--- src/logic/axi_pkg.sv ---
package axi_pkg;

    localparam int addr_w = 32;
    localparam int data_w = 32;
    localparam int id_w   = 4;
    localparam int strb_w = 4;

    localparam logic [addr_w-1:0] sram_base = 32'h8000_0000;
    localparam logic [addr_w-1:0] sram_last = 32'h8FFF_FFFF;
    localparam logic [addr_w-1:0] uart_base = 32'hA000_0000;
    localparam logic [addr_w-1:0] uart_last = 32'hA000_0007;

    localparam logic [1:0] resp_okay   = 2'b00;
    localparam logic [1:0] resp_slverr = 2'b10;
    localparam logic [1:0] resp_decerr = 2'b11;

    localparam logic [1:0] burst_incr = 2'b01;

    localparam logic [2:0] uart_txdata_off = 3'd0; // Write loads the byte to send.
    localparam logic [2:0] uart_status_off = 3'd4; // Bit 0 is the busy flag.

    typedef enum logic [1:0] {
        tgt_sram,
        tgt_uart,
        tgt_none
    } target_e;

endpackage

--- src/logic/axi_if.sv ---
`timescale 1ns/1ps

interface axi_if import axi_pkg::*; ();

    logic              awvalid, awready;
    logic [addr_w-1:0] awaddr;
    logic [id_w-1:0]   awid;
    logic [7:0]        awlen;
    logic [2:0]        awsize;
    logic [1:0]        awburst;

    logic              wvalid, wready;
    logic [data_w-1:0] wdata;
    logic [strb_w-1:0] wstrb;
    logic              wlast;

    logic              bvalid, bready;
    logic [1:0]        bresp;
    logic [id_w-1:0]   bid;

    logic              arvalid, arready;
    logic [addr_w-1:0] araddr;
    logic [id_w-1:0]   arid;
    logic [7:0]        arlen;
    logic [2:0]        arsize;
    logic [1:0]        arburst;

    logic              rvalid, rready;
    logic [data_w-1:0] rdata;
    logic [1:0]        rresp;
    logic              rlast;
    logic [id_w-1:0]   rid;

    modport mgr (
        output awvalid, awaddr, awid, awlen, awsize, awburst,
        output wvalid, wdata, wstrb, wlast, bready,
        output arvalid, araddr, arid, arlen, arsize, arburst, rready,
        input  awready, wready, bvalid, bresp, bid,
        input  arready, rvalid, rdata, rresp, rlast, rid
    );

    modport sub (
        input  awvalid, awaddr, awid, awlen, awsize, awburst,
        input  wvalid, wdata, wstrb, wlast, bready,
        input  arvalid, araddr, arid, arlen, arsize, arburst, rready,
        output awready, wready, bvalid, bresp, bid,
        output arready, rvalid, rdata, rresp, rlast, rid
    );

endinterface

--- src/logic/axi_uart.sv ---
`timescale 1ns/1ps

module axi_uart import axi_pkg::*; #(
    parameter int clks_per_bit = 8
) (
    input  logic clk,
    input  logic rst_n,
    axi_if.sub   bus,
    output logic tx
);

    localparam int baud_w = $clog2(clks_per_bit + 1);

    typedef enum logic [1:0] {
        w_idle,
        w_data,
        w_resp
    } wstate_e;

    wstate_e           wstate;
    logic [2:0]        aw_off;
    logic              aw_single;
    logic [id_w-1:0]   b_id, r_id;
    logic [1:0]        b_resp, r_resp;
    logic              r_active;
    logic [7:0]        r_cnt;
    logic [data_w-1:0] r_data;
    logic              busy;
    logic [8:0]        shift;
    logic [baud_w-1:0] baud_cnt;
    logic [3:0]        bit_cnt;
    logic              data_wr, status_rd, w_go, ar_go, start;

    assign data_wr   = (aw_off == uart_txdata_off) && aw_single;
    assign status_rd = (bus.araddr[2:0] == uart_status_off) && (bus.arlen == 8'd0);
    assign w_go      = bus.wvalid && bus.wready;
    assign ar_go     = bus.arvalid && bus.arready;
    assign start     = w_go && data_wr;

    assign bus.awready = (wstate == w_idle);
    assign bus.wready  = (wstate == w_data) && !(data_wr && busy); // Hold off while sending.
    assign bus.bvalid  = (wstate == w_resp);
    assign bus.bresp   = b_resp;
    assign bus.bid     = b_id;

    assign bus.arready = !r_active;
    assign bus.rvalid  = r_active;
    assign bus.rdata   = r_data;
    assign bus.rresp   = r_resp;
    assign bus.rlast   = (r_cnt == 8'd0);
    assign bus.rid     = r_id;

    always_ff @(posedge clk or negedge rst_n) begin
        if (!rst_n) begin
            wstate <= w_idle;
        end else begin
            case (wstate)
                w_idle:  if (bus.awvalid) wstate <= w_data;
                w_data:  if (w_go && bus.wlast) wstate <= w_resp;
                w_resp:  if (bus.bready) wstate <= w_idle;
                default: wstate <= w_idle;
            endcase
        end
    end

    always_ff @(posedge clk) begin
        if (wstate == w_idle && bus.awvalid) begin
            aw_off    <= bus.awaddr[2:0];
            aw_single <= (bus.awlen == 8'd0);
            b_id      <= bus.awid;
        end
        if (w_go && bus.wlast) b_resp <= data_wr ? resp_okay : resp_slverr;
    end

    always_ff @(posedge clk or negedge rst_n) begin
        if (!rst_n) begin
            r_active <= 1'b0;
            r_cnt    <= 8'd0;
        end else if (ar_go) begin
            r_active <= 1'b1;
            r_cnt    <= bus.arlen;
        end else if (r_active && bus.rready) begin
            if (r_cnt == 8'd0) r_active <= 1'b0;
            else r_cnt <= r_cnt - 8'd1;
        end
    end

    always_ff @(posedge clk) begin
        if (ar_go) begin
            r_id   <= bus.arid;
            r_resp <= status_rd ? resp_okay : resp_slverr;
            r_data <= status_rd ? {{(data_w-1){1'b0}}, busy} : '0;
        end
    end

    // Start bit goes out with the load; bit_cnt 9 is the stop bit.
    always_ff @(posedge clk or negedge rst_n) begin
        if (!rst_n) begin
            busy     <= 1'b0;
            tx       <= 1'b1;
            shift    <= '0;
            baud_cnt <= '0;
            bit_cnt  <= 4'd0;
        end else if (start) begin
            busy     <= 1'b1;
            tx       <= 1'b0;
            shift    <= {1'b1, bus.wdata[7:0]};
            baud_cnt <= '0;
            bit_cnt  <= 4'd0;
        end else if (busy) begin
            if (baud_cnt == baud_w'(clks_per_bit - 1)) begin
                baud_cnt <= '0;
                if (bit_cnt == 4'd9) begin
                    busy <= 1'b0;
                end else begin
                    tx      <= shift[0];
                    shift   <= {1'b0, shift[8:1]};
                    bit_cnt <= bit_cnt + 4'd1;
                end
            end else begin
                baud_cnt <= baud_cnt + 1'b1;
            end
        end
    end

    assert property (@(posedge clk) disable iff (!rst_n) !busy |-> tx);

endmodule

--- src/flat_wrapper.sv ---
// flat-port wrapper written by rule: the top's interface ports become plain ports
module axi_uart_flat import axi_pkg::*;
#(
    parameter int clks_per_bit = 8
)
  (clk, rst_n, tx, bus_awvalid, bus_awaddr, bus_awid, bus_awlen, bus_awsize, bus_awburst, bus_wvalid, bus_wdata, bus_wstrb, bus_wlast, bus_bready, bus_arvalid, bus_araddr, bus_arid, bus_arlen, bus_arsize, bus_arburst, bus_rready, bus_awready, bus_wready, bus_bvalid, bus_bresp, bus_bid, bus_arready, bus_rvalid, bus_rdata, bus_rresp, bus_rlast, bus_rid);
  axi_if bus_i ();
  input  logic clk;
  input  logic rst_n;
  output logic tx;
  input wire logic [$bits(bus_i.awvalid)-1:0] bus_awvalid;
  input wire logic [$bits(bus_i.awaddr)-1:0] bus_awaddr;
  input wire logic [$bits(bus_i.awid)-1:0] bus_awid;
  input wire logic [$bits(bus_i.awlen)-1:0] bus_awlen;
  input wire logic [$bits(bus_i.awsize)-1:0] bus_awsize;
  input wire logic [$bits(bus_i.awburst)-1:0] bus_awburst;
  input wire logic [$bits(bus_i.wvalid)-1:0] bus_wvalid;
  input wire logic [$bits(bus_i.wdata)-1:0] bus_wdata;
  input wire logic [$bits(bus_i.wstrb)-1:0] bus_wstrb;
  input wire logic [$bits(bus_i.wlast)-1:0] bus_wlast;
  input wire logic [$bits(bus_i.bready)-1:0] bus_bready;
  input wire logic [$bits(bus_i.arvalid)-1:0] bus_arvalid;
  input wire logic [$bits(bus_i.araddr)-1:0] bus_araddr;
  input wire logic [$bits(bus_i.arid)-1:0] bus_arid;
  input wire logic [$bits(bus_i.arlen)-1:0] bus_arlen;
  input wire logic [$bits(bus_i.arsize)-1:0] bus_arsize;
  input wire logic [$bits(bus_i.arburst)-1:0] bus_arburst;
  input wire logic [$bits(bus_i.rready)-1:0] bus_rready;
  output wire logic [$bits(bus_i.awready)-1:0] bus_awready;
  output wire logic [$bits(bus_i.wready)-1:0] bus_wready;
  output wire logic [$bits(bus_i.bvalid)-1:0] bus_bvalid;
  output wire logic [$bits(bus_i.bresp)-1:0] bus_bresp;
  output wire logic [$bits(bus_i.bid)-1:0] bus_bid;
  output wire logic [$bits(bus_i.arready)-1:0] bus_arready;
  output wire logic [$bits(bus_i.rvalid)-1:0] bus_rvalid;
  output wire logic [$bits(bus_i.rdata)-1:0] bus_rdata;
  output wire logic [$bits(bus_i.rresp)-1:0] bus_rresp;
  output wire logic [$bits(bus_i.rlast)-1:0] bus_rlast;
  output wire logic [$bits(bus_i.rid)-1:0] bus_rid;
  assign bus_i.awvalid = bus_awvalid;
  assign bus_i.awaddr = bus_awaddr;
  assign bus_i.awid = bus_awid;
  assign bus_i.awlen = bus_awlen;
  assign bus_i.awsize = bus_awsize;
  assign bus_i.awburst = bus_awburst;
  assign bus_i.wvalid = bus_wvalid;
  assign bus_i.wdata = bus_wdata;
  assign bus_i.wstrb = bus_wstrb;
  assign bus_i.wlast = bus_wlast;
  assign bus_i.bready = bus_bready;
  assign bus_i.arvalid = bus_arvalid;
  assign bus_i.araddr = bus_araddr;
  assign bus_i.arid = bus_arid;
  assign bus_i.arlen = bus_arlen;
  assign bus_i.arsize = bus_arsize;
  assign bus_i.arburst = bus_arburst;
  assign bus_i.rready = bus_rready;
  assign bus_awready = bus_i.awready;
  assign bus_wready = bus_i.wready;
  assign bus_bvalid = bus_i.bvalid;
  assign bus_bresp = bus_i.bresp;
  assign bus_bid = bus_i.bid;
  assign bus_arready = bus_i.arready;
  assign bus_rvalid = bus_i.rvalid;
  assign bus_rdata = bus_i.rdata;
  assign bus_rresp = bus_i.rresp;
  assign bus_rlast = bus_i.rlast;
  assign bus_rid = bus_i.rid;
  axi_uart #(.clks_per_bit(clks_per_bit)) u_core (.clk(clk), .rst_n(rst_n), .bus(bus_i), .tx(tx));
endmodule
--- config.mk ---
export PLATFORM = sky130hd
export DESIGN_NAME = axi_uart_flat
export DESIGN_NICKNAME = d
export VERILOG_FILES = /design/src/logic/axi_pkg.sv /design/src/logic/axi_if.sv /design/src/logic/axi_uart.sv /design/src/flat_wrapper.sv
export SDC_FILE = /design/constraint.sdc
export NUM_CORES = 1
export LEC_CHECK = 0
export ABC_AREA = 1
export BUFFER_PORTS_ARGS = -buffer_cell sky130_fd_sc_hd__buf_2
export CORE_ASPECT_RATIO = 0.8
export CORE_MARGIN = 3
export CORE_UTILIZATION = 36
export CTS_CLUSTER_SIZE = 10
export DETAILED_ROUTE_END_ITERATION = 16
export PLACE_DENSITY = 0.81
export SYNTH_ARGS = -nofsm -noshare
export SYNTH_HDL_FRONTEND = slang
export SYNTH_SLANG_ARGS = --single-unit
--- constraint.sdc ---
create_clock -name clk -period 1.3 [get_ports clk]
set_input_delay 0.26 -clock clk [delete_from_list [all_inputs] [get_ports clk]]
set_output_delay 0.26 -clock clk [all_outputs]
set_load 0.03 [all_outputs]
==> flow_metrics.env <==
export IMPL_status="complete, but fails checks"
export IMPL_violations="negative setup slack"
export IMPL_firstDrtPassIters=4
export IMPL_crit_arrival_ns=1.30
export IMPL_rsz0062_at_grt="yes"
export IMPL_setup_ws_ns=-0.2572
export IMPL_synth_main_ff_cell="dfrtp_1"
export IMPL_portBuffers=63
export IMPL_hold_path_class="in2reg"
export IMPL_fin_area_um2=3577
export IMPL_clkTransAtPathRegs_ns=0.10
export IMPL_drive_above_1_share=0.4351
export IMPL_clk_latency_ns=0.31
export IMPL_cap_violations=0
export IMPL_cts_tree="built"
export IMPL_yosys_warnings=0
export IMPL_clock_fmax_ghz=0.6422
export IMPL_wl_per_cell_um=11.83
export IMPL_io_pins=193
export IMPL_post_route_util=0.5417
export IMPL_hold_viol=0
export IMPL_synthTopCellsByArea="dfrtp_1 28%, edfxtp_1 18%, buf_4 9.7%, nand2_1 9.7%, inv_1 5.9%"
export IMPL_row_count=26
export IMPL_dr_total_vias=2246
export IMPL_die_area_um2=8128
export IMPL_seqCellArea_um2=1204
export IMPL_clock_skew_ns=0.01665
export IMPL_fin_crit_ns=1.557
export IMPL_synth_cell_area_um2=2547
export IMPL_die_height_um=81.24
export IMPL_ant_nets=0
export IMPL_cp_start_kind="flip-flop"
export IMPL_coreArea_um2=6604
export IMPL_routabilityCongestion=0.8665
export IMPL_cts_buffers=5
export IMPL_post_route_drc_count=0
export IMPL_placed_area_um2=3122
export IMPL_syn_avg_cell_area_um2=8.352
export IMPL_ctsRootBufferMaster="clkbuf_8"
export IMPL_first_global_vias=2035
export IMPL_grt_max_degree=20
export IMPL_synth_seq_cells=45
export IMPL_finalSetupTns_ns=-3.418
export IMPL_wl_um=5913
export IMPL_ys_async_sr_fraction=0.6667
export IMPL_h_tree_depth=2
export IMPL_hpwlAfterDp_um=4131
export IMPL_path_max_fanout=3
export IMPL_area_delta_synth_final_pct=40.42
export IMPL_synth_enable_flop_cells=15
export IMPL_use_met1=0.1678
export IMPL_ys_seq_area_frac=0.4720
export IMPL_multi_input_area_um2=1227
export IMPL_crit_type="reg2out"
export IMPL_netlist_top_cells_count="66 x nand2_1, 40 x inv_1, 39 x nor2_1"
export IMPL_gr_total_overflow=0
export IMPL_clock_sink_count=45
export IMPL_yosysMostFrequentCell="nand2_1"
export IMPL_floorplan_initialDensity=0.3858
export IMPL_fin_crit_sh=1.198
export IMPL_vdd_ir_drop_max_v=0.0008188
export IMPL_synth_top_area_frac=0.2849
export IMPL_grt_use_met2=0.2410
export IMPL_antenna_found_initial=0
export IMPL_yosys_cell_types_count=32
export IMPL_maxSlewViolCount=0
export IMPL_track_usage=0.1383
export IMPL_nNetsFinal=561
export IMPL_busiest_layer="met2"
export IMPL_grt_pass1_wl_um=8963
export IMPL_critPathRequiredTime_ns=1.04
export IMPL_drtIter0Drc=60
export IMPL_die_x_um=100.1
export IMPL_cp_end_kind="output port"
export IMPL_antenna_cells=0
export IMPL_use_met3=0.03433
export IMPL_yosysTopAreaCell="dfrtp_1"
export IMPL_cts_path_max_buffers=2
export IMPL_nFillCells=572
export IMPL_setup_viol=27
export IMPL_viasPerCell=4.492
export IMPL_synth_cells=305
export IMPL_fin_total_pwr_uw=5022
export IMPL_power_density_nw_per_um2=1404
export IMPL_p_leak_uw=0.001812
[area by class of cell]
cell class	count	share of cell area
Multi-Input combinational cell	210	0.3431
Sequential cell	45	0.3365
Timing Repair Buffer	108	0.2165
Inverter	45	0.04967
Tap cell	84	0.02938
Clock buffer	5	0.01924
Clock inverter	3	0.005596
[cell families (layout without fill, tap and decap cells)]
logic type	after synthesis	in the layout	share of synthesized area
buf+inv	83	161	0.1783
flops	45	45	0.4720
compound gates	21	21	0.04568
xor+xnor	5	5	0.01719
fa+ha+maj	4	4	0.01965
other cells	1	33	0.001472
simple gates	146	147	0.2657
[cells in the final DEF, fill, tap and decap left out, types with 4 or more instances in the layout]
master    Yosys  layout
nor2_1       39      23
o21ai_1       4       6
nand2_2       3      10
nor4_1        4       4
edfxtp_1     15      15
buf_2         3      58
inv_1        40      33
o21ai_0      11       6
xnor2_1       4       4
inv_2         5       9
nand2_1      66      58
nand3_2       0       8
nand4_1       6       6
clkbuf_8      0       5
nand3_1      17       8
dfrtp_1      29      28
nor2_4        3      10
conb_1        1      33
buf_6         2      15
nor2_2        1      10
buf_4        33      30
[per-stage QoR]
step / instances / setup WS [ns] / hold WS [ns]
after floorplan: 337 / -0.01026 / -0.03559
after global placement: 476 / -0.04603 / 0.2127
after detailed placement: 476 / -0.06008 / 0.2159
after CTS: 492 / -0.2395 / 0.1087
after global routing: 500 / -0.3137 / 0.1104
final: 500 / -0.2572 / 0.1072
[report_power, final]
group	internal, uW	switching (uW)	total [uW]
clock	384	517	901
sequential	1710	140	1850
combinational	918	1350	2270
total	3020	2010	5020
[state kept, by name, summed over array words and instances (netlist names)]
signal             count
u_core.aw_off          3
u_core.aw_single       1
u_core.baud_cnt        4
u_core.bit_cnt         4
u_core.bus.bid         4
u_core.bus.bresp       1
u_core.bus.rdata       1
u_core.bus.rid         4
u_core.bus.rresp       1
u_core.bus.rvalid      1
u_core.busy            1
u_core.r_cnt           8
u_core.shift           9
u_core.tx              1
u_core.wstate          2
[worst paths after layout]
| check | startpoint | endpoint | slack, ns | depth (start not counted) |
|---|---|---|---|---|
| min reg2reg | u_core.tx | u_core.tx | 0.47 | 2 |
| max in group asynchronous | rst_n | u_core.shift[1] | 0.40 | 3 |
| max | u_core.r_cnt[1] | bus_rlast | -0.26 | 5 |
| min in group asynchronous | rst_n | u_core.bit_cnt[1] | 0.39 | 2 |
| min | bus_bready | u_core.wstate[1] | 0.11 | 2 |
| max reg2reg | u_core.r_cnt[1] | u_core.r_cnt[6] | -0.22 | 8 |
[per-layer routing]
metal / vias to the layer above / routed length (um)
met4: 0 / 97
met3: 10 / 374
met1: 1045 / 2472
li1: 1118 / -
met5: - / 0
met2: 73 / 2968
[critical path, cell delays in order, from the launching register on]
cell and delay, ns:
dfrtp_1 0.40, inv_2 0.08, ha_4 0.17, nand3_4 0.10
nor2_4 0.11, buf_6 0.14
[repair_timing]
action | 4_1_cts | 5_1_grt
endpoints found under the hold margin | 13 | 0
buffers inserted | 6 | 9
setup endpoints to repair | 22 | 37
cloned | 1 | 1
hold buffers | 1 | 0
pin swaps | 25 | 22
gates resized for setup | 32 | 42
Note: power is estimated with default switching activity, not from simulation.
