`src/logic/axi_pkg.sv`:
```
package axi_pkg;

    localparam int addr_w = 32;
    localparam int data_w = 32;
    localparam int id_w   = 4;
    localparam int strb_w = 4;

    localparam logic [addr_w-1:0] sram_base = 32'h8000_0000;
    localparam logic [addr_w-1:0] sram_last = 32'h8FFF_FFFF;
    localparam logic [addr_w-1:0] uart_base = 32'hA000_0000;
    localparam logic [addr_w-1:0] uart_last = 32'hA000_0007;

    localparam logic [1:0] resp_okay   = 2'b00;
    localparam logic [1:0] resp_slverr = 2'b10;
    localparam logic [1:0] resp_decerr = 2'b11;

    localparam logic [1:0] burst_incr = 2'b01;

    localparam logic [2:0] uart_txdata_off = 3'd0; // Write loads the byte to send.
    localparam logic [2:0] uart_status_off = 3'd4; // Bit 0 is the busy flag.

    typedef enum logic [1:0] {
        tgt_sram,
        tgt_uart,
        tgt_none
    } target_e;

endpackage

```
`src/logic/axi_if.sv`:
```
`timescale 1ns/1ps

interface axi_if import axi_pkg::*; ();

    logic              awvalid, awready;
    logic [addr_w-1:0] awaddr;
    logic [id_w-1:0]   awid;
    logic [7:0]        awlen;
    logic [2:0]        awsize;
    logic [1:0]        awburst;

    logic              wvalid, wready;
    logic [data_w-1:0] wdata;
    logic [strb_w-1:0] wstrb;
    logic              wlast;

    logic              bvalid, bready;
    logic [1:0]        bresp;
    logic [id_w-1:0]   bid;

    logic              arvalid, arready;
    logic [addr_w-1:0] araddr;
    logic [id_w-1:0]   arid;
    logic [7:0]        arlen;
    logic [2:0]        arsize;
    logic [1:0]        arburst;

    logic              rvalid, rready;
    logic [data_w-1:0] rdata;
    logic [1:0]        rresp;
    logic              rlast;
    logic [id_w-1:0]   rid;

    modport mgr (
        output awvalid, awaddr, awid, awlen, awsize, awburst,
        output wvalid, wdata, wstrb, wlast, bready,
        output arvalid, araddr, arid, arlen, arsize, arburst, rready,
        input  awready, wready, bvalid, bresp, bid,
        input  arready, rvalid, rdata, rresp, rlast, rid
    );

    modport sub (
        input  awvalid, awaddr, awid, awlen, awsize, awburst,
        input  wvalid, wdata, wstrb, wlast, bready,
        input  arvalid, araddr, arid, arlen, arsize, arburst, rready,
        output awready, wready, bvalid, bresp, bid,
        output arready, rvalid, rdata, rresp, rlast, rid
    );

endinterface

```
`src/logic/axi_bridge.sv`:
```
`timescale 1ns/1ps

module axi_bridge import axi_pkg::*; (
    input  logic clk,
    input  logic rst_n,
    axi_if.sub   up,
    axi_if.mgr   sram_bus,
    axi_if.mgr   uart_bus
);

    target_e         aw_tgt, ar_tgt;
    target_e         wr_tgt, rd_tgt;
    logic            wr_busy, rd_busy;
    logic [id_w-1:0] wr_id, rd_id;
    logic            err_bvalid, err_rvalid;
    logic [7:0]      err_cnt;
    logic            aw_go, ar_go, b_done, r_done;

    function automatic target_e decode(input logic [addr_w-1:0] addr);
        if (addr >= sram_base && addr <= sram_last) return tgt_sram;
        if (addr >= uart_base && addr <= uart_last) return tgt_uart;
        return tgt_none;
    endfunction

    assign aw_tgt = decode(up.awaddr);
    assign ar_tgt = decode(up.araddr);

    assign sram_bus.awaddr  = up.awaddr;
    assign sram_bus.awid    = up.awid;
    assign sram_bus.awlen   = up.awlen;
    assign sram_bus.awsize  = up.awsize;
    assign sram_bus.awburst = up.awburst;
    assign sram_bus.wdata   = up.wdata;
    assign sram_bus.wstrb   = up.wstrb;
    assign sram_bus.wlast   = up.wlast;
    assign sram_bus.araddr  = up.araddr;
    assign sram_bus.arid    = up.arid;
    assign sram_bus.arlen   = up.arlen;
    assign sram_bus.arsize  = up.arsize;
    assign sram_bus.arburst = up.arburst;

    assign uart_bus.awaddr  = up.awaddr;
    assign uart_bus.awid    = up.awid;
    assign uart_bus.awlen   = up.awlen;
    assign uart_bus.awsize  = up.awsize;
    assign uart_bus.awburst = up.awburst;
    assign uart_bus.wdata   = up.wdata;
    assign uart_bus.wstrb   = up.wstrb;
    assign uart_bus.wlast   = up.wlast;
    assign uart_bus.araddr  = up.araddr;
    assign uart_bus.arid    = up.arid;
    assign uart_bus.arlen   = up.arlen;
    assign uart_bus.arsize  = up.arsize;
    assign uart_bus.arburst = up.arburst;

    // Address valids follow the live decode, data and responses the latched one.
    assign sram_bus.awvalid = up.awvalid && !wr_busy && aw_tgt == tgt_sram;
    assign uart_bus.awvalid = up.awvalid && !wr_busy && aw_tgt == tgt_uart;
    assign sram_bus.wvalid  = up.wvalid && wr_busy && wr_tgt == tgt_sram;
    assign uart_bus.wvalid  = up.wvalid && wr_busy && wr_tgt == tgt_uart;
    assign sram_bus.bready  = up.bready && wr_busy && wr_tgt == tgt_sram;
    assign uart_bus.bready  = up.bready && wr_busy && wr_tgt == tgt_uart;
    assign sram_bus.arvalid = up.arvalid && !rd_busy && ar_tgt == tgt_sram;
    assign uart_bus.arvalid = up.arvalid && !rd_busy && ar_tgt == tgt_uart;
    assign sram_bus.rready  = up.rready && rd_busy && rd_tgt == tgt_sram;
    assign uart_bus.rready  = up.rready && rd_busy && rd_tgt == tgt_uart;

    always_comb begin
        case (aw_tgt)
            tgt_sram: up.awready = !wr_busy && sram_bus.awready;
            tgt_uart: up.awready = !wr_busy && uart_bus.awready;
            default:  up.awready = !wr_busy;
        endcase
        case (ar_tgt)
            tgt_sram: up.arready = !rd_busy && sram_bus.arready;
            tgt_uart: up.arready = !rd_busy && uart_bus.arready;
            default:  up.arready = !rd_busy;
        endcase
    end

    always_comb begin
        case (wr_tgt)
            tgt_sram: begin
                up.wready = wr_busy && sram_bus.wready;
                up.bvalid = wr_busy && sram_bus.bvalid;
                up.bresp  = sram_bus.bresp;
                up.bid    = sram_bus.bid;
            end
            tgt_uart: begin
                up.wready = wr_busy && uart_bus.wready;
                up.bvalid = wr_busy && uart_bus.bvalid;
                up.bresp  = uart_bus.bresp;
                up.bid    = uart_bus.bid;
            end
            default: begin
                up.wready = wr_busy && !err_bvalid; // Sink beats until wlast.
                up.bvalid = err_bvalid;
                up.bresp  = resp_decerr;
                up.bid    = wr_id;
            end
        endcase
    end

    always_comb begin
        case (rd_tgt)
            tgt_sram: begin
                up.rvalid = rd_busy && sram_bus.rvalid;
                up.rdata  = sram_bus.rdata;
                up.rresp  = sram_bus.rresp;
                up.rlast  = sram_bus.rlast;
                up.rid    = sram_bus.rid;
            end
            tgt_uart: begin
                up.rvalid = rd_busy && uart_bus.rvalid;
                up.rdata  = uart_bus.rdata;
                up.rresp  = uart_bus.rresp;
                up.rlast  = uart_bus.rlast;
                up.rid    = uart_bus.rid;
            end
            default: begin
                up.rvalid = err_rvalid;
                up.rdata  = '0;
                up.rresp  = resp_decerr;
                up.rlast  = (err_cnt == 8'd0);
                up.rid    = rd_id;
            end
        endcase
    end

    assign aw_go  = up.awvalid && up.awready;
    assign ar_go  = up.arvalid && up.arready;
    assign b_done = up.bvalid && up.bready;
    assign r_done = up.rvalid && up.rready;

    always_ff @(posedge clk or negedge rst_n) begin
        if (!rst_n) begin
            wr_busy    <= 1'b0;
            wr_tgt     <= tgt_none;
            err_bvalid <= 1'b0;
        end else begin
            if (aw_go) begin
                wr_busy <= 1'b1;
                wr_tgt  <= aw_tgt;
            end else if (b_done) begin
                wr_busy <= 1'b0;
            end
            if (wr_busy && wr_tgt == tgt_none && up.wvalid && up.wready && up.wlast) begin
                err_bvalid <= 1'b1;
            end else if (b_done) begin
                err_bvalid <= 1'b0;
            end
        end
    end

    always_ff @(posedge clk or negedge rst_n) begin
        if (!rst_n) begin
            rd_busy    <= 1'b0;
            rd_tgt     <= tgt_none;
            err_rvalid <= 1'b0;
            err_cnt    <= 8'd0;
        end else if (ar_go) begin
            rd_busy    <= 1'b1;
            rd_tgt     <= ar_tgt;
            err_rvalid <= (ar_tgt == tgt_none);
            err_cnt    <= up.arlen;
        end else if (r_done) begin
            if (up.rlast) begin
                rd_busy    <= 1'b0;
                err_rvalid <= 1'b0;
            end else begin
                err_cnt <= err_cnt - 8'd1;
            end
        end
    end

    always_ff @(posedge clk) begin
        if (aw_go) wr_id <= up.awid;
        if (ar_go) rd_id <= up.arid;
    end

    assert property (@(posedge clk) disable iff (!rst_n)
        wr_busy && !b_done |=> wr_busy && $stable(wr_tgt));

    // An address taken by a target locks the write routing to that target.
    assert property (@(posedge clk) disable iff (!rst_n)
        sram_bus.awvalid && sram_bus.awready |=> wr_busy && wr_tgt == tgt_sram);

    assert property (@(posedge clk) disable iff (!rst_n)
        uart_bus.awvalid && uart_bus.awready |=> wr_busy && wr_tgt == tgt_uart);

endmodule

```
`src/flat_wrapper.sv`:
```
// flat-port wrapper written by rule: the top's interface ports become plain ports
module axi_bridge_flat import axi_pkg::*;
  (clk, rst_n, up_awvalid, up_awaddr, up_awid, up_awlen, up_awsize, up_awburst, up_wvalid, up_wdata, up_wstrb, up_wlast, up_bready, up_arvalid, up_araddr, up_arid, up_arlen, up_arsize, up_arburst, up_rready, up_awready, up_wready, up_bvalid, up_bresp, up_bid, up_arready, up_rvalid, up_rdata, up_rresp, up_rlast, up_rid, sram_bus_awvalid, sram_bus_awaddr, sram_bus_awid, sram_bus_awlen, sram_bus_awsize, sram_bus_awburst, sram_bus_wvalid, sram_bus_wdata, sram_bus_wstrb, sram_bus_wlast, sram_bus_bready, sram_bus_arvalid, sram_bus_araddr, sram_bus_arid, sram_bus_arlen, sram_bus_arsize, sram_bus_arburst, sram_bus_rready, sram_bus_awready, sram_bus_wready, sram_bus_bvalid, sram_bus_bresp, sram_bus_bid, sram_bus_arready, sram_bus_rvalid, sram_bus_rdata, sram_bus_rresp, sram_bus_rlast, sram_bus_rid, uart_bus_awvalid, uart_bus_awaddr, uart_bus_awid, uart_bus_awlen, uart_bus_awsize, uart_bus_awburst, uart_bus_wvalid, uart_bus_wdata, uart_bus_wstrb, uart_bus_wlast, uart_bus_bready, uart_bus_arvalid, uart_bus_araddr, uart_bus_arid, uart_bus_arlen, uart_bus_arsize, uart_bus_arburst, uart_bus_rready, uart_bus_awready, uart_bus_wready, uart_bus_bvalid, uart_bus_bresp, uart_bus_bid, uart_bus_arready, uart_bus_rvalid, uart_bus_rdata, uart_bus_rresp, uart_bus_rlast, uart_bus_rid);
  axi_if up_i ();
  axi_if sram_bus_i ();
  axi_if uart_bus_i ();
  input  logic clk;
  input  logic rst_n;
  input wire logic [$bits(up_i.awvalid)-1:0] up_awvalid;
  input wire logic [$bits(up_i.awaddr)-1:0] up_awaddr;
  input wire logic [$bits(up_i.awid)-1:0] up_awid;
  input wire logic [$bits(up_i.awlen)-1:0] up_awlen;
  input wire logic [$bits(up_i.awsize)-1:0] up_awsize;
  input wire logic [$bits(up_i.awburst)-1:0] up_awburst;
  input wire logic [$bits(up_i.wvalid)-1:0] up_wvalid;
  input wire logic [$bits(up_i.wdata)-1:0] up_wdata;
  input wire logic [$bits(up_i.wstrb)-1:0] up_wstrb;
  input wire logic [$bits(up_i.wlast)-1:0] up_wlast;
  input wire logic [$bits(up_i.bready)-1:0] up_bready;
  input wire logic [$bits(up_i.arvalid)-1:0] up_arvalid;
  input wire logic [$bits(up_i.araddr)-1:0] up_araddr;
  input wire logic [$bits(up_i.arid)-1:0] up_arid;
  input wire logic [$bits(up_i.arlen)-1:0] up_arlen;
  input wire logic [$bits(up_i.arsize)-1:0] up_arsize;
  input wire logic [$bits(up_i.arburst)-1:0] up_arburst;
  input wire logic [$bits(up_i.rready)-1:0] up_rready;
  output wire logic [$bits(up_i.awready)-1:0] up_awready;
  output wire logic [$bits(up_i.wready)-1:0] up_wready;
  output wire logic [$bits(up_i.bvalid)-1:0] up_bvalid;
  output wire logic [$bits(up_i.bresp)-1:0] up_bresp;
  output wire logic [$bits(up_i.bid)-1:0] up_bid;
  output wire logic [$bits(up_i.arready)-1:0] up_arready;
  output wire logic [$bits(up_i.rvalid)-1:0] up_rvalid;
  output wire logic [$bits(up_i.rdata)-1:0] up_rdata;
  output wire logic [$bits(up_i.rresp)-1:0] up_rresp;
  output wire logic [$bits(up_i.rlast)-1:0] up_rlast;
  output wire logic [$bits(up_i.rid)-1:0] up_rid;
  output wire logic [$bits(sram_bus_i.awvalid)-1:0] sram_bus_awvalid;
  output wire logic [$bits(sram_bus_i.awaddr)-1:0] sram_bus_awaddr;
  output wire logic [$bits(sram_bus_i.awid)-1:0] sram_bus_awid;
  output wire logic [$bits(sram_bus_i.awlen)-1:0] sram_bus_awlen;
  output wire logic [$bits(sram_bus_i.awsize)-1:0] sram_bus_awsize;
  output wire logic [$bits(sram_bus_i.awburst)-1:0] sram_bus_awburst;
  output wire logic [$bits(sram_bus_i.wvalid)-1:0] sram_bus_wvalid;
  output wire logic [$bits(sram_bus_i.wdata)-1:0] sram_bus_wdata;
  output wire logic [$bits(sram_bus_i.wstrb)-1:0] sram_bus_wstrb;
  output wire logic [$bits(sram_bus_i.wlast)-1:0] sram_bus_wlast;
  output wire logic [$bits(sram_bus_i.bready)-1:0] sram_bus_bready;
  output wire logic [$bits(sram_bus_i.arvalid)-1:0] sram_bus_arvalid;
  output wire logic [$bits(sram_bus_i.araddr)-1:0] sram_bus_araddr;
  output wire logic [$bits(sram_bus_i.arid)-1:0] sram_bus_arid;
  output wire logic [$bits(sram_bus_i.arlen)-1:0] sram_bus_arlen;
  output wire logic [$bits(sram_bus_i.arsize)-1:0] sram_bus_arsize;
  output wire logic [$bits(sram_bus_i.arburst)-1:0] sram_bus_arburst;
  output wire logic [$bits(sram_bus_i.rready)-1:0] sram_bus_rready;
  input wire logic [$bits(sram_bus_i.awready)-1:0] sram_bus_awready;
  input wire logic [$bits(sram_bus_i.wready)-1:0] sram_bus_wready;
  input wire logic [$bits(sram_bus_i.bvalid)-1:0] sram_bus_bvalid;
  input wire logic [$bits(sram_bus_i.bresp)-1:0] sram_bus_bresp;
  input wire logic [$bits(sram_bus_i.bid)-1:0] sram_bus_bid;
  input wire logic [$bits(sram_bus_i.arready)-1:0] sram_bus_arready;
  input wire logic [$bits(sram_bus_i.rvalid)-1:0] sram_bus_rvalid;
  input wire logic [$bits(sram_bus_i.rdata)-1:0] sram_bus_rdata;
  input wire logic [$bits(sram_bus_i.rresp)-1:0] sram_bus_rresp;
  input wire logic [$bits(sram_bus_i.rlast)-1:0] sram_bus_rlast;
  input wire logic [$bits(sram_bus_i.rid)-1:0] sram_bus_rid;
  output wire logic [$bits(uart_bus_i.awvalid)-1:0] uart_bus_awvalid;
  output wire logic [$bits(uart_bus_i.awaddr)-1:0] uart_bus_awaddr;
  output wire logic [$bits(uart_bus_i.awid)-1:0] uart_bus_awid;
  output wire logic [$bits(uart_bus_i.awlen)-1:0] uart_bus_awlen;
  output wire logic [$bits(uart_bus_i.awsize)-1:0] uart_bus_awsize;
  output wire logic [$bits(uart_bus_i.awburst)-1:0] uart_bus_awburst;
  output wire logic [$bits(uart_bus_i.wvalid)-1:0] uart_bus_wvalid;
  output wire logic [$bits(uart_bus_i.wdata)-1:0] uart_bus_wdata;
  output wire logic [$bits(uart_bus_i.wstrb)-1:0] uart_bus_wstrb;
  output wire logic [$bits(uart_bus_i.wlast)-1:0] uart_bus_wlast;
  output wire logic [$bits(uart_bus_i.bready)-1:0] uart_bus_bready;
  output wire logic [$bits(uart_bus_i.arvalid)-1:0] uart_bus_arvalid;
  output wire logic [$bits(uart_bus_i.araddr)-1:0] uart_bus_araddr;
  output wire logic [$bits(uart_bus_i.arid)-1:0] uart_bus_arid;
  output wire logic [$bits(uart_bus_i.arlen)-1:0] uart_bus_arlen;
  output wire logic [$bits(uart_bus_i.arsize)-1:0] uart_bus_arsize;
  output wire logic [$bits(uart_bus_i.arburst)-1:0] uart_bus_arburst;
  output wire logic [$bits(uart_bus_i.rready)-1:0] uart_bus_rready;
  input wire logic [$bits(uart_bus_i.awready)-1:0] uart_bus_awready;
  input wire logic [$bits(uart_bus_i.wready)-1:0] uart_bus_wready;
  input wire logic [$bits(uart_bus_i.bvalid)-1:0] uart_bus_bvalid;
  input wire logic [$bits(uart_bus_i.bresp)-1:0] uart_bus_bresp;
  input wire logic [$bits(uart_bus_i.bid)-1:0] uart_bus_bid;
  input wire logic [$bits(uart_bus_i.arready)-1:0] uart_bus_arready;
  input wire logic [$bits(uart_bus_i.rvalid)-1:0] uart_bus_rvalid;
  input wire logic [$bits(uart_bus_i.rdata)-1:0] uart_bus_rdata;
  input wire logic [$bits(uart_bus_i.rresp)-1:0] uart_bus_rresp;
  input wire logic [$bits(uart_bus_i.rlast)-1:0] uart_bus_rlast;
  input wire logic [$bits(uart_bus_i.rid)-1:0] uart_bus_rid;
  assign up_i.awvalid = up_awvalid;
  assign up_i.awaddr = up_awaddr;
  assign up_i.awid = up_awid;
  assign up_i.awlen = up_awlen;
  assign up_i.awsize = up_awsize;
  assign up_i.awburst = up_awburst;
  assign up_i.wvalid = up_wvalid;
  assign up_i.wdata = up_wdata;
  assign up_i.wstrb = up_wstrb;
  assign up_i.wlast = up_wlast;
  assign up_i.bready = up_bready;
  assign up_i.arvalid = up_arvalid;
  assign up_i.araddr = up_araddr;
  assign up_i.arid = up_arid;
  assign up_i.arlen = up_arlen;
  assign up_i.arsize = up_arsize;
  assign up_i.arburst = up_arburst;
  assign up_i.rready = up_rready;
  assign up_awready = up_i.awready;
  assign up_wready = up_i.wready;
  assign up_bvalid = up_i.bvalid;
  assign up_bresp = up_i.bresp;
  assign up_bid = up_i.bid;
  assign up_arready = up_i.arready;
  assign up_rvalid = up_i.rvalid;
  assign up_rdata = up_i.rdata;
  assign up_rresp = up_i.rresp;
  assign up_rlast = up_i.rlast;
  assign up_rid = up_i.rid;
  assign sram_bus_awvalid = sram_bus_i.awvalid;
  assign sram_bus_awaddr = sram_bus_i.awaddr;
  assign sram_bus_awid = sram_bus_i.awid;
  assign sram_bus_awlen = sram_bus_i.awlen;
  assign sram_bus_awsize = sram_bus_i.awsize;
  assign sram_bus_awburst = sram_bus_i.awburst;
  assign sram_bus_wvalid = sram_bus_i.wvalid;
  assign sram_bus_wdata = sram_bus_i.wdata;
  assign sram_bus_wstrb = sram_bus_i.wstrb;
  assign sram_bus_wlast = sram_bus_i.wlast;
  assign sram_bus_bready = sram_bus_i.bready;
  assign sram_bus_arvalid = sram_bus_i.arvalid;
  assign sram_bus_araddr = sram_bus_i.araddr;
  assign sram_bus_arid = sram_bus_i.arid;
  assign sram_bus_arlen = sram_bus_i.arlen;
  assign sram_bus_arsize = sram_bus_i.arsize;
  assign sram_bus_arburst = sram_bus_i.arburst;
  assign sram_bus_rready = sram_bus_i.rready;
  assign sram_bus_i.awready = sram_bus_awready;
  assign sram_bus_i.wready = sram_bus_wready;
  assign sram_bus_i.bvalid = sram_bus_bvalid;
  assign sram_bus_i.bresp = sram_bus_bresp;
  assign sram_bus_i.bid = sram_bus_bid;
  assign sram_bus_i.arready = sram_bus_arready;
  assign sram_bus_i.rvalid = sram_bus_rvalid;
  assign sram_bus_i.rdata = sram_bus_rdata;
  assign sram_bus_i.rresp = sram_bus_rresp;
  assign sram_bus_i.rlast = sram_bus_rlast;
  assign sram_bus_i.rid = sram_bus_rid;
  assign uart_bus_awvalid = uart_bus_i.awvalid;
  assign uart_bus_awaddr = uart_bus_i.awaddr;
  assign uart_bus_awid = uart_bus_i.awid;
  assign uart_bus_awlen = uart_bus_i.awlen;
  assign uart_bus_awsize = uart_bus_i.awsize;
  assign uart_bus_awburst = uart_bus_i.awburst;
  assign uart_bus_wvalid = uart_bus_i.wvalid;
  assign uart_bus_wdata = uart_bus_i.wdata;
  assign uart_bus_wstrb = uart_bus_i.wstrb;
  assign uart_bus_wlast = uart_bus_i.wlast;
  assign uart_bus_bready = uart_bus_i.bready;
  assign uart_bus_arvalid = uart_bus_i.arvalid;
  assign uart_bus_araddr = uart_bus_i.araddr;
  assign uart_bus_arid = uart_bus_i.arid;
  assign uart_bus_arlen = uart_bus_i.arlen;
  assign uart_bus_arsize = uart_bus_i.arsize;
  assign uart_bus_arburst = uart_bus_i.arburst;
  assign uart_bus_rready = uart_bus_i.rready;
  assign uart_bus_i.awready = uart_bus_awready;
  assign uart_bus_i.wready = uart_bus_wready;
  assign uart_bus_i.bvalid = uart_bus_bvalid;
  assign uart_bus_i.bresp = uart_bus_bresp;
  assign uart_bus_i.bid = uart_bus_bid;
  assign uart_bus_i.arready = uart_bus_arready;
  assign uart_bus_i.rvalid = uart_bus_rvalid;
  assign uart_bus_i.rdata = uart_bus_rdata;
  assign uart_bus_i.rresp = uart_bus_rresp;
  assign uart_bus_i.rlast = uart_bus_rlast;
  assign uart_bus_i.rid = uart_bus_rid;
  axi_bridge u_core (.clk(clk), .rst_n(rst_n), .up(up_i), .sram_bus(sram_bus_i), .uart_bus(uart_bus_i));
endmodule
```
`config.mk`:
```
export PLATFORM = sky130hd
export DESIGN_NAME = axi_bridge_flat
export DESIGN_NICKNAME = d
export VERILOG_FILES = /design/src/logic/axi_pkg.sv /design/src/logic/axi_if.sv /design/src/logic/axi_bridge.sv /design/src/flat_wrapper.sv
export SDC_FILE = /design/constraint.sdc
export NUM_CORES = 1
export LEC_CHECK = 0
export BUFFER_PORTS_ARGS = -buffer_cell sky130_fd_sc_hd__buf_2
export CORE_AREA = 2 2 223 225
export DETAILED_ROUTE_END_ITERATION = 16
export DIE_AREA = 0 0 225 227
export PLACE_DENSITY = 0.34
export SLEW_MARGIN = 20
export SYNTH_ARGS = -nofsm -noshare
export SYNTH_HDL_FRONTEND = slang
export SYNTH_SLANG_ARGS = --single-unit
```
`constraint.sdc`:
```
create_clock -name clk -period 2.6 [get_ports clk]
set_input_delay 0.13 -clock clk [delete_from_list [all_inputs] [get_ports clk]]
set_output_delay 0.13 -clock clk [all_outputs]
set_load 0.01 [all_outputs]
```
==> out/qor.txt <==
Outcome -> complete, no violations
GR Util met2 -> 8.26%
Worst min path class -> primary input to flip-flop
WP buf/inv -> 2
Overall Global Routing Usage -> 6.27%
Clock Path Buffers -> 2
Met1 usage -> 9.06%
CP Capture Type -> output pin
Slew margin rel. -> 52.4%
Worst-margin pin slew -> 713 ps
GRT overflow -> 0
Post-Place Cells -> 1,272
Starting Density -> 8.64%
Vias in the first global route -> 3,319
Die H -> 227 um
Clock transition at the registers of the reported paths -> 70 ps
Share of layout cells above drive strength 1 -> 62.9%
Initial antenna violation count -> 1
Area Growth Syn to Fin -> 19.6%
Setup_tns -> 0 ps
Required @ worst endpoint -> 2470 ps
Post-synth EDFFs -> 8
Top delay family on crit path -> buffers and inverters
Remaining DRCs -> 0
Setup crit start kind -> flip-flop
FILL cells -> 5,638
Final setup vio count -> 0
DR pass1 iterations -> 4
Power per Cell Area -> 582 nW/um2
Slowest-stage cell, CP -> buf_4
DRT iter0 DRCs -> 127
Mapped Nets -> 779
Io pins -> 572
Post-CTS Setup Bufs -> 0
Power share of the combinational group -> 60.0%
Global routing's busiest layer -> met1
Fin crit period -> 2060 ps
Sw power -> 1.35 mW
Crit-path max cell delay -> 530 ps
Dpl cell area -> 4900 um2
CTS tree -> done
Peak Freq -> 485 MHz
First-pass GRT wire length -> 23.3 mm
Post-synth top area cell -> buf_4
Post-cts gate resize count -> 0
Async set-reset flop share out of synthesis -> 66.7%
H-tree depth -> 1
Clock sink count -> 24
Clock Power Share -> 14.5%
DP HPWL -> 16.2 mm
Final Non-Filler Cells -> 1,279
Finished layout cell area -> 5020 um2
Total Die Area -> 51,100 um2
Final wirelength -> 18.2 mm
Mean Syn Cell Area -> 7.84 um2
Post-DRT Antenna Nets -> 0
Critical Path, Cell by Cell -> buf_4, mux2i_1, nor2_1, buf_2
Warnings from Yosys -> 0
Max-cap violations -> 0
Post-Synthesis Cells -> 535
Switching Fraction -> 46.3%
Max-slew violations -> 0
Final core utilization -> 10.3%
Via density -> 2.85
Clock latency on the worst-skew pair -> 270 ps
Routed wire per std cell -> 14.2 um
Setup Skew -> 8.35 ps
Arr. time, crit path -> 1930 ps
CTS Root Cell -> clkbuf_16
# nets final -> 900
Row cnt -> 81
RePlAce Congestion -> 0.789
Synth top area cells -> buf_4, mux2i_1, dfrtp_1
Worst Path Max Fanout -> 40
RSZ-0062 raised after global routing -> false
Num CTS Buffers -> 3
Final Power -> 2.92 mW
Sequential Power Share -> 25.5%
IR drop worst, VDD -> 146 uV
Largest net degree at the start of global routing -> 43
Sequential area share after synthesis -> 15.3%
Synthesized area -> 4200 um2
Fin. Hold Viols -> 0
Post-synth top flop -> dfrtp_1
Distinct cells, synth -> 43
Die X-Extent -> 225 um
Kind of critical path -> flip-flop to output pin
Port Buffers -> 391
Synth top area share -> 48.3%
Final Cycle Share -> 79.3%
#FFs+latches synth -> 24
Routed vias -> 3,649
Pleak -> 2.41 nW
Area of the core -> 48,500 um2
P_int -> 1.57 mW
Met3 usage -> 2.19%
[cell usage after synthesis, types with 3 or more instances]
library cell  number
nand4_1            3
mux2i_1           51
dfrtp_1           14
buf_4            270
clkbuf_1           8
nor3_1             6
o21ai_1            6
nand3_1            5
a21oi_1            3
nor4_1            12
o21ai_0           11
nand2b_1           3
xnor2_1            5
nand2_1           27
nor3b_1            6
inv_1              9
nor2_1            49
buf_1              5
edfxtp_1           8
[per-layer routing]
| layer | vias up | routed length [um] |
|---|---|---|
| met3 | 48 | 1610 |
| met4 | 0 | 584 |
| met5 | - | 0 |
| met1 | 1664 | 8540 |
| li1 | 1735 | - |
| met2 | 202 | 7440 |
[flip-flops by register name, indices dropped and copies added, names as in the netlist]
| name | count |
|---|---|
| u_core.err_bvalid | 1 |
| u_core.err_cnt | 8 |
| u_core.err_rvalid | 1 |
| u_core.rd_busy | 1 |
| u_core.rd_id | 4 |
| u_core.rd_tgt | 2 |
| u_core.wr_busy | 1 |
| u_core.wr_id | 4 |
| u_core.wr_tgt | 2 |
[worst reg2reg max path: stages (launching register included)]
cell	delay [ps]
dfrtp_1	450
inv_1	110
ha_1	200
nor4bb_1	120
o2bb2ai_1	190
nor2_1	330
mux2i_1	130
mux2_4	270
[worst paths after layout]
check                                                end                     startpoint  slack, ps  cells past startpoint
setup reg to reg           u_core.err_cnt[1]$_DFFE_PN0P_  u_core.err_cnt[0]$_DFFE_PN0P_        680                      7
hold / removal                 u_core.wr_id[0]$_DFFE_PP_                     up_awid[0]         80                      1
setup / recovery                             up_rdata[8]   u_core.rd_tgt[0]$_DFFE_PN0P_        540                      4
min in group asynchronous     u_core.rd_busy$_DFFE_PN0P_                          rst_n        380                      2
hold reg to reg            u_core.err_bvalid$_DFFE_PN0P_  u_core.err_bvalid$_DFFE_PN0P_        490                      1
max in group asynchronous   u_core.wr_tgt[1]$_DFFE_PN1P_                          rst_n       1880                      2
[area by class of cell]
cell class / count / area (um2) / share of cell area [%]
antenna: 2 / 5.00 / 0.0997
multi-input combinational: 216 / 1420 / 28.2
inverter: 9 / 33.8 / 0.673
tap: 622 / 778 / 15.5
timing repair buffer: 402 / 2040 / 40.7
sequential: 24 / 644 / 12.8
clock buffer: 4 / 100 / 1.99
[cell families (layout without fill, tap and decap cells)]
| group | after synthesis | in the layout | synth area share (%) |
|---|---|---|---|
| compound gates | 30 | 30 | 4.47 |
| buf+inv | 295 | 415 | 50.9 |
| xor+xnor | 6 | 6 | 1.25 |
| mux | 53 | 53 | 12.9 |
| flops | 24 | 24 | 15.3 |
| simple gates | 125 | 125 | 14.6 |
| fa+ha+maj | 2 | 2 | 0.596 |
| other cells | 0 | 2 | 0 |
[power groups by stage]
stage	clock network, mW	logic [mW]	registers (mW)
floorplan	0	1.35	0.631
global placement	0	1.79	0.767
detailed placement	0	1.78	0.758
CTS	0.447	1.78	0.753
global route	0.460	1.94	0.779
finish	0.422	1.75	0.745
[cell usage in the layout, fill, tap and decap left out, types with 3 or more instances in the layout]
| master | count |
|---|---|
| buf_2 | 391 |
| mux2i_1 | 51 |
| nor2_1 | 49 |
| nand2_1 | 27 |
| dfrtp_1 | 13 |
| nor4_1 | 12 |
| o21ai_0 | 11 |
| buf_4 | 10 |
| inv_1 | 9 |
| edfxtp_1 | 8 |
| nor3b_1 | 6 |
| nor3_1 | 6 |
| o21ai_1 | 6 |
| nand3_1 | 5 |
| xnor2_1 | 5 |
| clkbuf_16 | 4 |
| nand4_1 | 3 |
| nand2b_1 | 3 |
| a21oi_1 | 3 |
[through the flow]
step	hold WS, ps	setup slack (ps)
floorplan	-166	537
global placement	103	417
detailed placement	114	483
CTS	65.9	524
global route	79.0	447
finish	75.9	539
[what timing repair did]
action | CTS | global route
hold buffers | 1 | 0
setup endpoints to repair | 0 | 0
hold endpoints to repair | 14 | 0
Note: power is estimated with default switching activity, not from simulation.
